## src/common/allocPkg.sv

```systemverilog
`default_nettype none

package allocPkg;

	// ----------------------------------------------------------------------
	// table geometry
	// ----------------------------------------------------------------------
	// banks scanned side by side
	localparam int NUM_BANKS_DEFAULT = 4;
	// entries held by one bank
	localparam int BANK_DEPTH_DEFAULT = 16;

	// selector and length of one cached object
	localparam int SEL_W = 24;
	localparam int LEN_W = 32;
	// running total of cached lengths
	localparam int SUM_W = 40;

	// one table slot, zero selector means the slot is free
	typedef struct packed {
		logic [SEL_W-1:0] selector;
		logic [LEN_W-1:0] length;
	} cacheEntry_t;

	// command codes written by the host
	typedef enum logic [2:0] {
		OP_WRITE     = 3'd0,
		OP_CLEAR     = 3'd1,
		OP_FIND_FREE = 3'd2,
		OP_FIND_FIT  = 3'd3,
		OP_CALC      = 3'd4
	} cacheOp_t;

	// ----------------------------------------------------------------------
	// register map, word addresses
	// ----------------------------------------------------------------------
	typedef enum logic [2:0] {
		REG_LENGTH         = 3'd0,
		REG_SELECTOR       = 3'd1,
		REG_INDEX          = 3'd2,
		REG_COMMAND        = 3'd3,
		REG_FOUND_LENGTH   = 3'd4,
		REG_FOUND_SELECTOR = 3'd5,
		REG_FOUND_INDEX    = 3'd6,
		REG_CACHED_SUM     = 3'd7
	} regAddr_t;

	// status word seen on command address reads
	localparam int STATUS_BUSY_BIT = 0;
	localparam int STATUS_FOUND_BIT = 1;

endpackage

`default_nettype wire

```

## src/common/cacheIfs.sv

```systemverilog
`timescale 1ns/1ps
`default_nettype none

// broadcast from the dispatcher to every bank
interface scanIf import allocPkg::*; #(
	parameter int NUM_BANKS = NUM_BANKS_DEFAULT,
	parameter int BANK_DEPTH = BANK_DEPTH_DEFAULT
);
	localparam int IDX_W = $clog2(BANK_DEPTH);
	localparam int BANK_W = $clog2(NUM_BANKS);

	cacheOp_t op;
	// one local index per cycle
	logic stepValid;
	logic [IDX_W-1:0] stepIndex;
	// entry write, also used for the clear sweep
	logic wrEn;
	logic [BANK_W-1:0] wrBank;
	cacheEntry_t wrData;
	logic [LEN_W-1:0] reqLength;
	// early end of a find scan
	logic stop;

	modport master (output op, stepValid, stepIndex, wrEn, wrBank, wrData, reqLength,
		input stop);
	modport bank (input op, stepValid, stepIndex, wrEn, wrBank, wrData, reqLength);
	modport collector (input wrEn, output stop);
endinterface

// one per bank, bank result toward the collector
interface bankHitIf import allocPkg::*; #(
	parameter int BANK_DEPTH = BANK_DEPTH_DEFAULT
);
	localparam int IDX_W = $clog2(BANK_DEPTH);

	logic hitValid;
	logic hit;
	logic [IDX_W-1:0] hitIndex;
	cacheEntry_t entry;

	modport source (output hitValid, hit, hitIndex, entry);
	modport sink (input hitValid, hit, hitIndex, entry);
endinterface

// command request and result path
interface resultIf import allocPkg::*; #(
	parameter int NUM_BANKS = NUM_BANKS_DEFAULT,
	parameter int BANK_DEPTH = BANK_DEPTH_DEFAULT
);
	localparam int GIDX_W = $clog2(NUM_BANKS * BANK_DEPTH);

	// request side, from the register file
	logic start;
	cacheOp_t op;
	logic [LEN_W-1:0] length;
	logic [SEL_W-1:0] selector;
	logic [GIDX_W-1:0] index;
	// dispatcher state
	logic busy;
	// completion and results
	logic done;
	logic found;
	logic [GIDX_W-1:0] foundIndex;
	cacheEntry_t foundEntry;
	logic [SUM_W-1:0] sum;

	modport host (output start, op, length, selector, index,
		input busy, done, found, foundIndex, foundEntry, sum);
	modport dispatcher (input start, op, length, selector, index, done, output busy);
	modport collector (input start, op, output done, found, foundIndex, foundEntry, sum);
endinterface

`default_nettype wire

```

## src/freeCache/freeBank.sv

```systemverilog
`timescale 1ns/1ps
`default_nettype none

module freeBank import allocPkg::*; #(
	parameter int BANK_ID = 0,
	parameter int NUM_BANKS = NUM_BANKS_DEFAULT,
	parameter int BANK_DEPTH = BANK_DEPTH_DEFAULT
) (
	input wire logic CLK,
	input wire logic RESETn,
	scanIf.bank scan,
	bankHitIf.source hitOut
);

	localparam int IDX_W = $clog2(BANK_DEPTH);
	localparam int BANK_W = $clog2(NUM_BANKS);

	// bank storage, synchronous read
	cacheEntry_t mem [BANK_DEPTH];

	cacheEntry_t rdEntry;
	logic [IDX_W-1:0] rdIndex;
	logic rdValid;
	logic wrSel;
	logic match;

	// clear hits every bank, single writes only the addressed one
	assign wrSel = scan.wrEn && ((scan.op == OP_CLEAR) || (scan.wrBank == BANK_W'(BANK_ID)));

	// ----------------------------------------------------------------------
	// RAM port
	// ----------------------------------------------------------------------
	always_ff @(posedge CLK) begin
		if (wrSel) begin
			mem[scan.stepIndex] <= scan.wrData;
		end
		rdEntry <= mem[scan.stepIndex];
		rdIndex <= scan.stepIndex;
	end

	// match rule per operation
	always_comb begin
		case (scan.op)
			OP_FIND_FREE: match = (rdEntry.selector == '0);
			OP_FIND_FIT: begin
				match = (rdEntry.selector != '0) && (rdEntry.length >= scan.reqLength);
			end
			OP_CALC: match = (rdEntry.selector != '0);
			default: match = 1'b0;
		endcase
	end

	// ----------------------------------------------------------------------
	// valid pipe, read stage then compare stage
	// ----------------------------------------------------------------------
	always_ff @(posedge CLK) begin
		if (!RESETn) begin
			rdValid <= 1'b0;
			hitOut.hitValid <= 1'b0;
		end else begin
			rdValid <= scan.stepValid;
			hitOut.hitValid <= rdValid;
		end
	end

	// compare register
	always_ff @(posedge CLK) begin
		hitOut.hit <= match;
		hitOut.hitIndex <= rdIndex;
		hitOut.entry <= rdEntry;
	end

	// a scan step never shares a cycle with a single write
	noWriteDuringScan: assert property (@(posedge CLK) disable iff (!RESETn)
		!(scan.wrEn && scan.stepValid && (scan.op != OP_CLEAR)));

endmodule

`default_nettype wire

```

## src/freeCache/scanDispatch.sv

```systemverilog
`timescale 1ns/1ps
`default_nettype none

module scanDispatch import allocPkg::*; #(
	parameter int NUM_BANKS = NUM_BANKS_DEFAULT,
	parameter int BANK_DEPTH = BANK_DEPTH_DEFAULT
) (
	input wire logic CLK,
	input wire logic RESETn,
	resultIf.dispatcher res,
	scanIf.master scan
);

	localparam int IDX_W = $clog2(BANK_DEPTH);
	localparam int BANK_W = $clog2(NUM_BANKS);

	typedef enum logic [1:0] {
		IDLE,
		WRITE,
		SCAN,
		DRAIN
	} dispState_t;

	dispState_t state;
	logic lastStep;
	logic scanEnd;
	logic accept;

	assign accept = (state == IDLE) && res.start;
	assign lastStep = (scan.stepIndex == IDX_W'(BANK_DEPTH - 1));
	// find hit or table end
	assign scanEnd = scan.stop || lastStep;

	// ----------------------------------------------------------------------
	// operation FSM
	// ----------------------------------------------------------------------
	always_ff @(posedge CLK) begin
		if (!RESETn) begin
			state <= IDLE;
			res.busy <= 1'b0;
			scan.stepValid <= 1'b0;
			scan.wrEn <= 1'b0;
			scan.op <= OP_WRITE;
		end else begin
			case (state)
				IDLE: begin
					if (res.start) begin
						res.busy <= 1'b1;
						scan.op <= res.op;
						if (res.op == OP_WRITE) begin
							state <= WRITE;
							scan.wrEn <= 1'b1;
						end else begin
							state <= SCAN;
							scan.stepValid <= 1'b1;
							// clear sweep writes at every step
							scan.wrEn <= (res.op == OP_CLEAR);
						end
					end
				end
				WRITE: begin
					scan.wrEn <= 1'b0;
					state <= DRAIN;
				end
				SCAN: begin
					if (scanEnd) begin
						scan.stepValid <= 1'b0;
						scan.wrEn <= 1'b0;
						state <= DRAIN;
					end
				end
				DRAIN: begin
					// banks still flushing, wait for collector
					if (res.done) begin
						res.busy <= 1'b0;
						state <= IDLE;
					end
				end
				default: state <= IDLE;
			endcase
		end
	end

	// step index and write payload
	always_ff @(posedge CLK) begin
		if (accept) begin
			scan.reqLength <= res.length;
			if (res.op == OP_WRITE) begin
				// global index to bank and local slot
				scan.wrBank <= BANK_W'(res.index % NUM_BANKS);
				scan.stepIndex <= IDX_W'(res.index / NUM_BANKS);
				scan.wrData.selector <= res.selector;
				scan.wrData.length <= res.length;
			end else begin
				scan.wrBank <= '0;
				scan.stepIndex <= '0;
				scan.wrData <= '0;
			end
		end else if ((state == SCAN) && !scanEnd) begin
			scan.stepIndex <= scan.stepIndex + 1'b1;
		end
	end

	// host never issues over a running operation
	noStartWhileBusy: assert property (@(posedge CLK) disable iff (!RESETn)
		res.start |-> !res.busy);

endmodule

`default_nettype wire

```

## src/freeCache/hitCollector.sv

```systemverilog
`timescale 1ns/1ps
`default_nettype none

module hitCollector import allocPkg::*; #(
	parameter int NUM_BANKS = NUM_BANKS_DEFAULT,
	parameter int BANK_DEPTH = BANK_DEPTH_DEFAULT
) (
	input wire logic CLK,
	input wire logic RESETn,
	bankHitIf.sink hits [NUM_BANKS],
	scanIf.collector scan,
	resultIf.collector res
);

	localparam int IDX_W = $clog2(BANK_DEPTH);
	localparam int BANK_W = $clog2(NUM_BANKS);
	localparam int GIDX_W = $clog2(NUM_BANKS * BANK_DEPTH);

	logic [NUM_BANKS-1:0] hitVec;
	logic [NUM_BANKS-1:0] lastVec;
	logic [IDX_W-1:0] hitIdx [NUM_BANKS];
	cacheEntry_t hitEntry [NUM_BANKS];

	logic active;
	cacheOp_t curOp;
	logic isFind;
	logic [BANK_W-1:0] firstBank;
	logic [SUM_W-1:0] stepSum;
	logic [GIDX_W-1:0] firstIndex;

	// flatten the bank channels
	for (genvar b = 0; b < NUM_BANKS; b++) begin : gUnpack
		assign hitVec[b] = hits[b].hitValid && hits[b].hit;
		assign lastVec[b] = hits[b].hitValid && (hits[b].hitIndex == IDX_W'(BANK_DEPTH - 1));
		assign hitIdx[b] = hits[b].hitIndex;
		assign hitEntry[b] = hits[b].entry;
	end

	// ----------------------------------------------------------------------
	// per-step merge
	// ----------------------------------------------------------------------
	always_comb begin
		firstBank = '0;
		stepSum = '0;
		// downward walk so the lowest bank wins
		for (int b = NUM_BANKS - 1; b >= 0; b--) begin
			if (hitVec[b]) begin
				firstBank = BANK_W'(b);
			end
		end
		for (int b = 0; b < NUM_BANKS; b++) begin
			if (hitVec[b]) begin
				stepSum = stepSum + SUM_W'(hitEntry[b].length);
			end
		end
	end

	// interleaved layout, local times banks plus bank
	assign firstIndex = GIDX_W'(hitIdx[firstBank]) * GIDX_W'(NUM_BANKS) + GIDX_W'(firstBank);
	assign isFind = (curOp == OP_FIND_FREE) || (curOp == OP_FIND_FIT);
	// earliest step with a hit ends the find
	assign scan.stop = active && isFind && (|hitVec);

	always_ff @(posedge CLK) begin
		if (!RESETn) begin
			active <= 1'b0;
			curOp <= OP_WRITE;
			res.done <= 1'b0;
			res.found <= 1'b0;
			res.sum <= '0;
		end else begin
			res.done <= 1'b0;
			if (res.start) begin
				active <= 1'b1;
				curOp <= res.op;
				res.found <= 1'b0;
				if (res.op == OP_CALC) begin
					res.sum <= '0;
				end
			end else if (active) begin
				if (curOp == OP_WRITE) begin
					// single write lands this cycle
					if (scan.wrEn) begin
						res.done <= 1'b1;
						active <= 1'b0;
					end
				end else if (scan.stop) begin
					res.found <= 1'b1;
					res.done <= 1'b1;
					active <= 1'b0;
				end else begin
					if (curOp == OP_CALC) begin
						res.sum <= res.sum + stepSum;
					end
					// last local index reached, nothing found
					if (|lastVec) begin
						res.done <= 1'b1;
						active <= 1'b0;
					end
				end
			end
		end
	end

	// winning entry, late steps dropped once inactive
	always_ff @(posedge CLK) begin
		if (scan.stop) begin
			res.foundIndex <= firstIndex;
			res.foundEntry <= hitEntry[firstBank];
		end
	end

endmodule

`default_nettype wire

```

## src/hdl/wbRegFile.sv

```systemverilog
`timescale 1ns/1ps
`default_nettype none

module wbRegFile import allocPkg::*; #(
	parameter int NUM_BANKS = NUM_BANKS_DEFAULT,
	parameter int BANK_DEPTH = BANK_DEPTH_DEFAULT
) (
	input wire logic CLK,
	input wire logic RESETn,
	input wire logic wbCyc,
	input wire logic wbStb,
	input wire logic wbWe,
	input wire logic [2:0] wbAdr,
	input wire logic [31:0] wbDatW,
	output logic [31:0] wbDatR,
	output logic wbAck,
	resultIf.host res
);

	localparam int GIDX_W = $clog2(NUM_BANKS * BANK_DEPTH);

	regAddr_t addr;
	logic req;
	logic cmdWrite;
	logic cmdStall;
	logic [31:0] rdMux;
	logic [31:0] status;
	// results captured at the end of each operation
	logic foundReg;
	logic [GIDX_W-1:0] foundIndexReg;
	cacheEntry_t foundEntryReg;
	logic [31:0] cachedSumReg;

	assign addr = regAddr_t'(wbAdr);
	// new access, ack cycle of the previous one excluded
	assign req = wbCyc && wbStb && !wbAck;
	assign cmdWrite = req && wbWe && (addr == REG_COMMAND);
	// only back-pressure in the design
	assign cmdStall = cmdWrite && res.busy;

	// ----------------------------------------------------------------------
	// handshake and control
	// ----------------------------------------------------------------------
	always_ff @(posedge CLK) begin
		if (!RESETn) begin
			wbAck <= 1'b0;
			res.start <= 1'b0;
			foundReg <= 1'b0;
		end else begin
			wbAck <= req && !cmdStall;
			// single pulse, issued with the ack
			res.start <= cmdWrite && !res.busy;
			if (res.done) begin
				foundReg <= res.found;
			end
		end
	end

	// request registers and result capture
	always_ff @(posedge CLK) begin
		if (req && wbWe) begin
			case (addr)
				REG_LENGTH: res.length <= wbDatW;
				REG_SELECTOR: res.selector <= wbDatW[SEL_W-1:0];
				REG_INDEX: res.index <= wbDatW[GIDX_W-1:0];
				REG_COMMAND: begin
					// held off until busy drops
					if (!res.busy) begin
						res.op <= cacheOp_t'(wbDatW[$bits(cacheOp_t)-1:0]);
					end
				end
				default: ;
			endcase
		end
		if (res.done) begin
			foundIndexReg <= res.foundIndex;
			foundEntryReg <= res.foundEntry;
			// host sees the low word only
			cachedSumReg <= res.sum[31:0];
		end
		if (req && !wbWe) begin
			wbDatR <= rdMux;
		end
	end

	// ----------------------------------------------------------------------
	// read multiplexer
	// ----------------------------------------------------------------------
	always_comb begin
		status = '0;
		status[STATUS_BUSY_BIT] = res.busy;
		status[STATUS_FOUND_BIT] = foundReg;
		case (addr)
			REG_LENGTH: rdMux = res.length;
			REG_SELECTOR: rdMux = 32'(res.selector);
			REG_INDEX: rdMux = 32'(res.index);
			REG_COMMAND: rdMux = status;
			REG_FOUND_LENGTH: rdMux = foundEntryReg.length;
			REG_FOUND_SELECTOR: rdMux = 32'(foundEntryReg.selector);
			REG_FOUND_INDEX: rdMux = 32'(foundIndexReg);
			REG_CACHED_SUM: rdMux = cachedSumReg;
			default: rdMux = '0;
		endcase
	end

	// ack only ever answers a request seen the cycle before
	ackFollowsReq: assert property (@(posedge CLK) disable iff (!RESETn)
		$rose(wbAck) |-> $past(wbCyc && wbStb));

endmodule

`default_nettype wire

```

## src/hdl/ctxAllocCtrl.sv

```systemverilog
`timescale 1ns/1ps
`default_nettype none

module ctxAllocCtrl import allocPkg::*; #(
	parameter int NUM_BANKS = NUM_BANKS_DEFAULT,
	parameter int BANK_DEPTH = BANK_DEPTH_DEFAULT
) (
	input wire logic CLK,
	input wire logic RESETn,
	// wishbone classic slave
	input wire logic wbCyc,
	input wire logic wbStb,
	input wire logic wbWe,
	input wire logic [2:0] wbAdr,
	input wire logic [31:0] wbDatW,
	output logic [31:0] wbDatR,
	output logic wbAck
);

	// ----------------------------------------------------------------------
	// internal buses
	// ----------------------------------------------------------------------
	resultIf #(.NUM_BANKS(NUM_BANKS), .BANK_DEPTH(BANK_DEPTH)) res ();
	scanIf #(.NUM_BANKS(NUM_BANKS), .BANK_DEPTH(BANK_DEPTH)) scan ();
	// one result channel per bank
	bankHitIf #(.BANK_DEPTH(BANK_DEPTH)) bankHit [NUM_BANKS] ();

	// host register file, the only source of commands
	wbRegFile #(.NUM_BANKS(NUM_BANKS), .BANK_DEPTH(BANK_DEPTH)) wbRegFile_inst (
		.CLK(CLK),
		.RESETn(RESETn),
		.wbCyc(wbCyc),
		.wbStb(wbStb),
		.wbWe(wbWe),
		.wbAdr(wbAdr),
		.wbDatW(wbDatW),
		.wbDatR(wbDatR),
		.wbAck(wbAck),
		.res(res.host)
	);

	// operation sequencer
	scanDispatch #(.NUM_BANKS(NUM_BANKS), .BANK_DEPTH(BANK_DEPTH)) scanDispatch_inst (
		.CLK(CLK),
		.RESETn(RESETn),
		.res(res.dispatcher),
		.scan(scan.master)
	);

	// interleaved banks, all fed the same step
	for (genvar b = 0; b < NUM_BANKS; b++) begin : gBank
		freeBank #(
			.BANK_ID(b),
			.NUM_BANKS(NUM_BANKS),
			.BANK_DEPTH(BANK_DEPTH)
		) freeBank_inst (
			.CLK(CLK),
			.RESETn(RESETn),
			.scan(scan.bank),
			.hitOut(bankHit[b].source)
		);
	end

	// merges bank results, ends the scan
	hitCollector #(.NUM_BANKS(NUM_BANKS), .BANK_DEPTH(BANK_DEPTH)) hitCollector_inst (
		.CLK(CLK),
		.RESETn(RESETn),
		.hits(bankHit),
		.scan(scan.collector),
		.res(res.collector)
	);

endmodule

`default_nettype wire

```

## config.mk

```make
export PLATFORM = sky130hd
export DESIGN_NAME = ctxAllocCtrl
export DESIGN_NICKNAME = d
export VERILOG_FILES = /design/src/common/allocPkg.sv /design/src/common/cacheIfs.sv /design/src/freeCache/freeBank.sv /design/src/freeCache/scanDispatch.sv /design/src/freeCache/hitCollector.sv /design/src/hdl/wbRegFile.sv /design/src/hdl/ctxAllocCtrl.sv
export SDC_FILE = /design/constraint.sdc
export NUM_CORES = 2
export LEC_CHECK = 0
export BUFFER_PORTS_ARGS = -buffer_cell sky130_fd_sc_hd__buf_2
export CAP_MARGIN = 10
export CORE_MARGIN = 4
export CORE_UTILIZATION = 65
export CTS_CLUSTER_DIAMETER = 30
export CTS_CLUSTER_SIZE = 30
export DETAILED_ROUTE_END_ITERATION = 10
export PLACE_DENSITY = 0.81
export SKIP_LAST_GASP = 1
export SYNTH_ARGS = -nofsm -noshare
export SYNTH_HDL_FRONTEND = slang
export SYNTH_SLANG_ARGS = --single-unit
```

## constraint.sdc

```tcl
create_clock -name CLK -period 27.4 [get_ports CLK]
set_input_delay 5.48 -clock CLK [delete_from_list [all_inputs] [get_ports CLK]]
set_output_delay 5.48 -clock CLK [all_outputs]
set_load 0.01 [all_outputs]
```

==> metrics.yaml <==
outcome: "finished, violations left"
violations: "design-rule violations"
cts_tree: "yes"
die_w_um: 520
final_net_count: 9093
vias: 98900
drt_first_pass_iters: 11
synth_edf_count: 3931
placed_cell_area_um2: 176000
clk_pin_slew_worst_paths_ns: 0.06
rows: 187
synth_cell_types: 87
final.setup_skew_ns: 0.131
final_max_slew_viol_count: 0
cts.sinks: 4442
syn_area_um2: 170000
final_cell_area_um2: 198000
power.share.sequential: 0.440
rsz0062_at_grt: "false"
ys_warn_count: 0
cts_buffers: 615
grt_max_degree: 161
relSlewSlack: 0.0470
post_cts_buffers: 0
grt_pass1_wl_um: 795000
switching_share: 0.269
crit_path_max_incr_delay_ns: 0.48
htree_levels: 6
via_per_inst: 7.68
clk_latency_ns: 1.02
synthCells: 8261
ys_seq_elements: 4442
dieArea_um2: 270000
crit_path_end_kind: "flip-flop"
rr_startpoint: "gBank[2].freeBank_inst.hitOut.hitValid$_SDFF_PN0_"
hold_start: "gBank[3].freeBank_inst.rdEntry[32]$_DFF_P_"
cp_common_cell: "a21oi_1"
finalHoldViolCount: 0
critPathKind: "reg -> reg"
ir_drop_mv: 0.0888
p_sw_w: 0.00494
grt_pass1_vias: 99100
fin_ws_ns: 17.47
die_y_um: 520
finalWirelength_um: 591000
place_hpwl_um: 272000
power_frac_comb: 0.095
ys_seq_area_frac: 0.754
p_total_w: 0.0183
top_layer_used: "met5"
routedWlPerCell_um: 45.8
p_int_w: 0.0134
postCtsHoldBufs: 0
worst_pin_slew_ns: 1.42
fin_crit_sh: 0.362
final_util: 0.759
leakage_nw: 66.3
ctsResizeCount: 0
p_clk_frac: 0.465
critPathLaunch: "gBank[2].freeBank_inst.hitOut.hitValid$_SDFF_PN0_"
worstPathRequired_ns: 28.23
critical_path.slowest_cell: "fa_1"
m1WireLength_um: 169000
grt_overflow_total: 0
avgSynthCellArea_um2: 20.6
wl_met3_um: 84600
setup_viol: 0
boundaryPins: 73
area_delta_synth_final_pct: 16.1
cts.root.buffer_cell: "clkbuf_16"
grt_use_total: 0.428
async_flop_share: 0
post-route-drc-count: 1
initial_utilization: 0.654
path_max_fanout: 46
pre_cts_slack_ns: 17.62
power-per-cell-area_nw_per_um2: 92.8
drtAntennaViolNets: 0
max_cap_viol_count: 0
coreArea_um2: 260000
min_path_type: "reg -> reg"
drive_above_1_share: 0.282
io_buffers: 72
fmax_mhz: 101
grt_antenna_before_repair: 70
syn-num-nets: 8564
gp_congestion: 0.963
clock_path_buffers: 4
min_period_ns: 9.93
met2_length_um: 276000
critPathArrivalTime_ns: 10.75
drt_iter0_drc: 20800
setup_tns_ns: 0
cp-start-kind: "flip-flop"
final_common_cell: "edfxtp_1"
synth_ff_type: "edfxtp_1"
layout_common_cells: "edfxtp_1, mux4_2, clkbuf_16"
## final timing paths
path	endpoint	slack, ns	cells past startpoint
worst min-delay path	gBank[3].freeBank_inst.hitOut.entry[32]$_DFF_P_	0.31	0
worst min register to register	gBank[3].freeBank_inst.hitOut.entry[32]$_DFF_P_	0.31	0
worst max-delay path	hitCollector_inst.res.sum[31]$_SDFFE_PN0P_	17.47	42
worst max register to register	hitCollector_inst.res.sum[31]$_SDFFE_PN0P_	17.47	42
## sequential cells by signal, summed over array words and instances, names as in the netlist, 4 cells and up
| register | cells |
|---|---|
| scanDispatch_inst.scan.stepIndex | 4 |
| scanDispatch_inst.scan.reqLength | 32 |
| gBank.freeBank_inst.rdEntry | 224 |
| hitCollector_inst.res.sum | 32 |
| wbRegFile_inst.res.selector | 24 |
| wbRegFile_inst.res.length | 32 |
| wbRegFile_inst.foundEntryReg | 56 |
| wbRegFile_inst.res.index | 6 |
| hitCollector_inst.res.foundIndex | 6 |
| wbRegFile_inst.foundIndexReg | 6 |
| wbRegFile_inst.cachedSumReg | 32 |
| gBank.freeBank_inst.rdIndex | 4 |
| wbRegFile_inst.wbDatR | 32 |
| hitCollector_inst.res.foundEntry | 56 |
| gBank.freeBank_inst.hitOut.hit | 4 |
| gBank.freeBank_inst.hitOut.hitIndex | 4 |
| gBank.freeBank_inst.mem | 3584 |
| scanDispatch_inst.scan.wrData | 56 |
| gBank.freeBank_inst.hitOut.entry | 224 |
## worst max-delay path: cells and delay by family, from the launching register on
family / cells / cell delay (ns)
AO/OA/AOI/OAI: 20 / 4.66
adder cells (fa/ha/maj): 5 / 1.83
XOR/XNOR: 7 / 1.43
AND/OR/NAND/NOR: 8 / 1.03
flip-flops: 1 / 0.29
buffers and inverters: 1 / 0.28
multiplexers: 1 / 0.26
## power by group through the flow
stage / logic (W) / clock network (W) / registers [W]
after CTS: 0.00165 / 0.00843 / 0.00802
after floorplan: 0.00111 / 0 / 0.00787
final: 0.00173 / 0.00853 / 0.00807
after global routing: 0.00178 / 0.00882 / 0.00805
after global placement: 0.00148 / 0 / 0.00812
after detailed placement: 0.00153 / 0 / 0.00813
## per-layer routing
metal  GRT usage  vias to the layer above
li1            -                    35200
met1       0.504                    49000
met2       0.657                    11400
met3       0.130                     3231
met4       0.347                       36
met5     0.00404                        -
## cell families (layout without fill, tap and decap cells)
group,after synthesis,count (layout),synth area share
AO/OA/AOI/OAI,734,734,0.0279
XOR/XNOR,110,110,0.00574
adder cells (fa/ha/maj),265,265,0.0196
buffers and inverters,477,1529,0.0107
flip-flops,4442,4442,0.754
multiplexers,1214,1214,0.154
other,0,75,0
AND/OR/NAND/NOR,1019,1019,0.0282
## synth_stat cells (all sizes together), types with 7 or more instances
library cell	count	area, µm²
edfxtp	3931	118000
inv	99	372
xor2	44	385
mux2i	52	521
a21boi	9	67.6
a22oi	27	203
and3	94	593
nor4	30	194
and2	72	450
nor2	194	728
nor2b	38	238
o21a	21	158
o31ai	10	80.1
clkbuf	277	1040
nor3	28	145
a22o	11	96.3
mux2	39	439
nand3b	7	52.6
o22ai	13	81.3
o21ai	166	846
a211oi	25	203
nand3	37	185
a21oi	187	955
a21o	106	796
nand2	428	1610
xnor2	65	569
nand4	34	213
buf	101	414
dfxtp	511	10200
o211ai	21	158
or3	9	56.3
a31oi	76	475
nand2b	27	169
mux4	1123	25300
o21bai	14	105
ha	259	3240
## metrics by stage
step                      hold slack, ns  std cells
after global routing               0.331      12800
final                              0.307      12900
after CTS                          0.314      12800
after floorplan                    0.310       8261
after global placement             0.313      11700
after detailed placement           0.312      11700
## layout make-up
type	count	area, µm²
flip-flops and latches	4442	128000
fillers	12500	62600
multi-input cells	3342	40700
clock buffers	693	16300
clock inverters	447	5310
well taps	3496	4370
repair buffers	290	2070
inverters	99	378
diodes	75	188
Power figures use the tool's default switching activity.
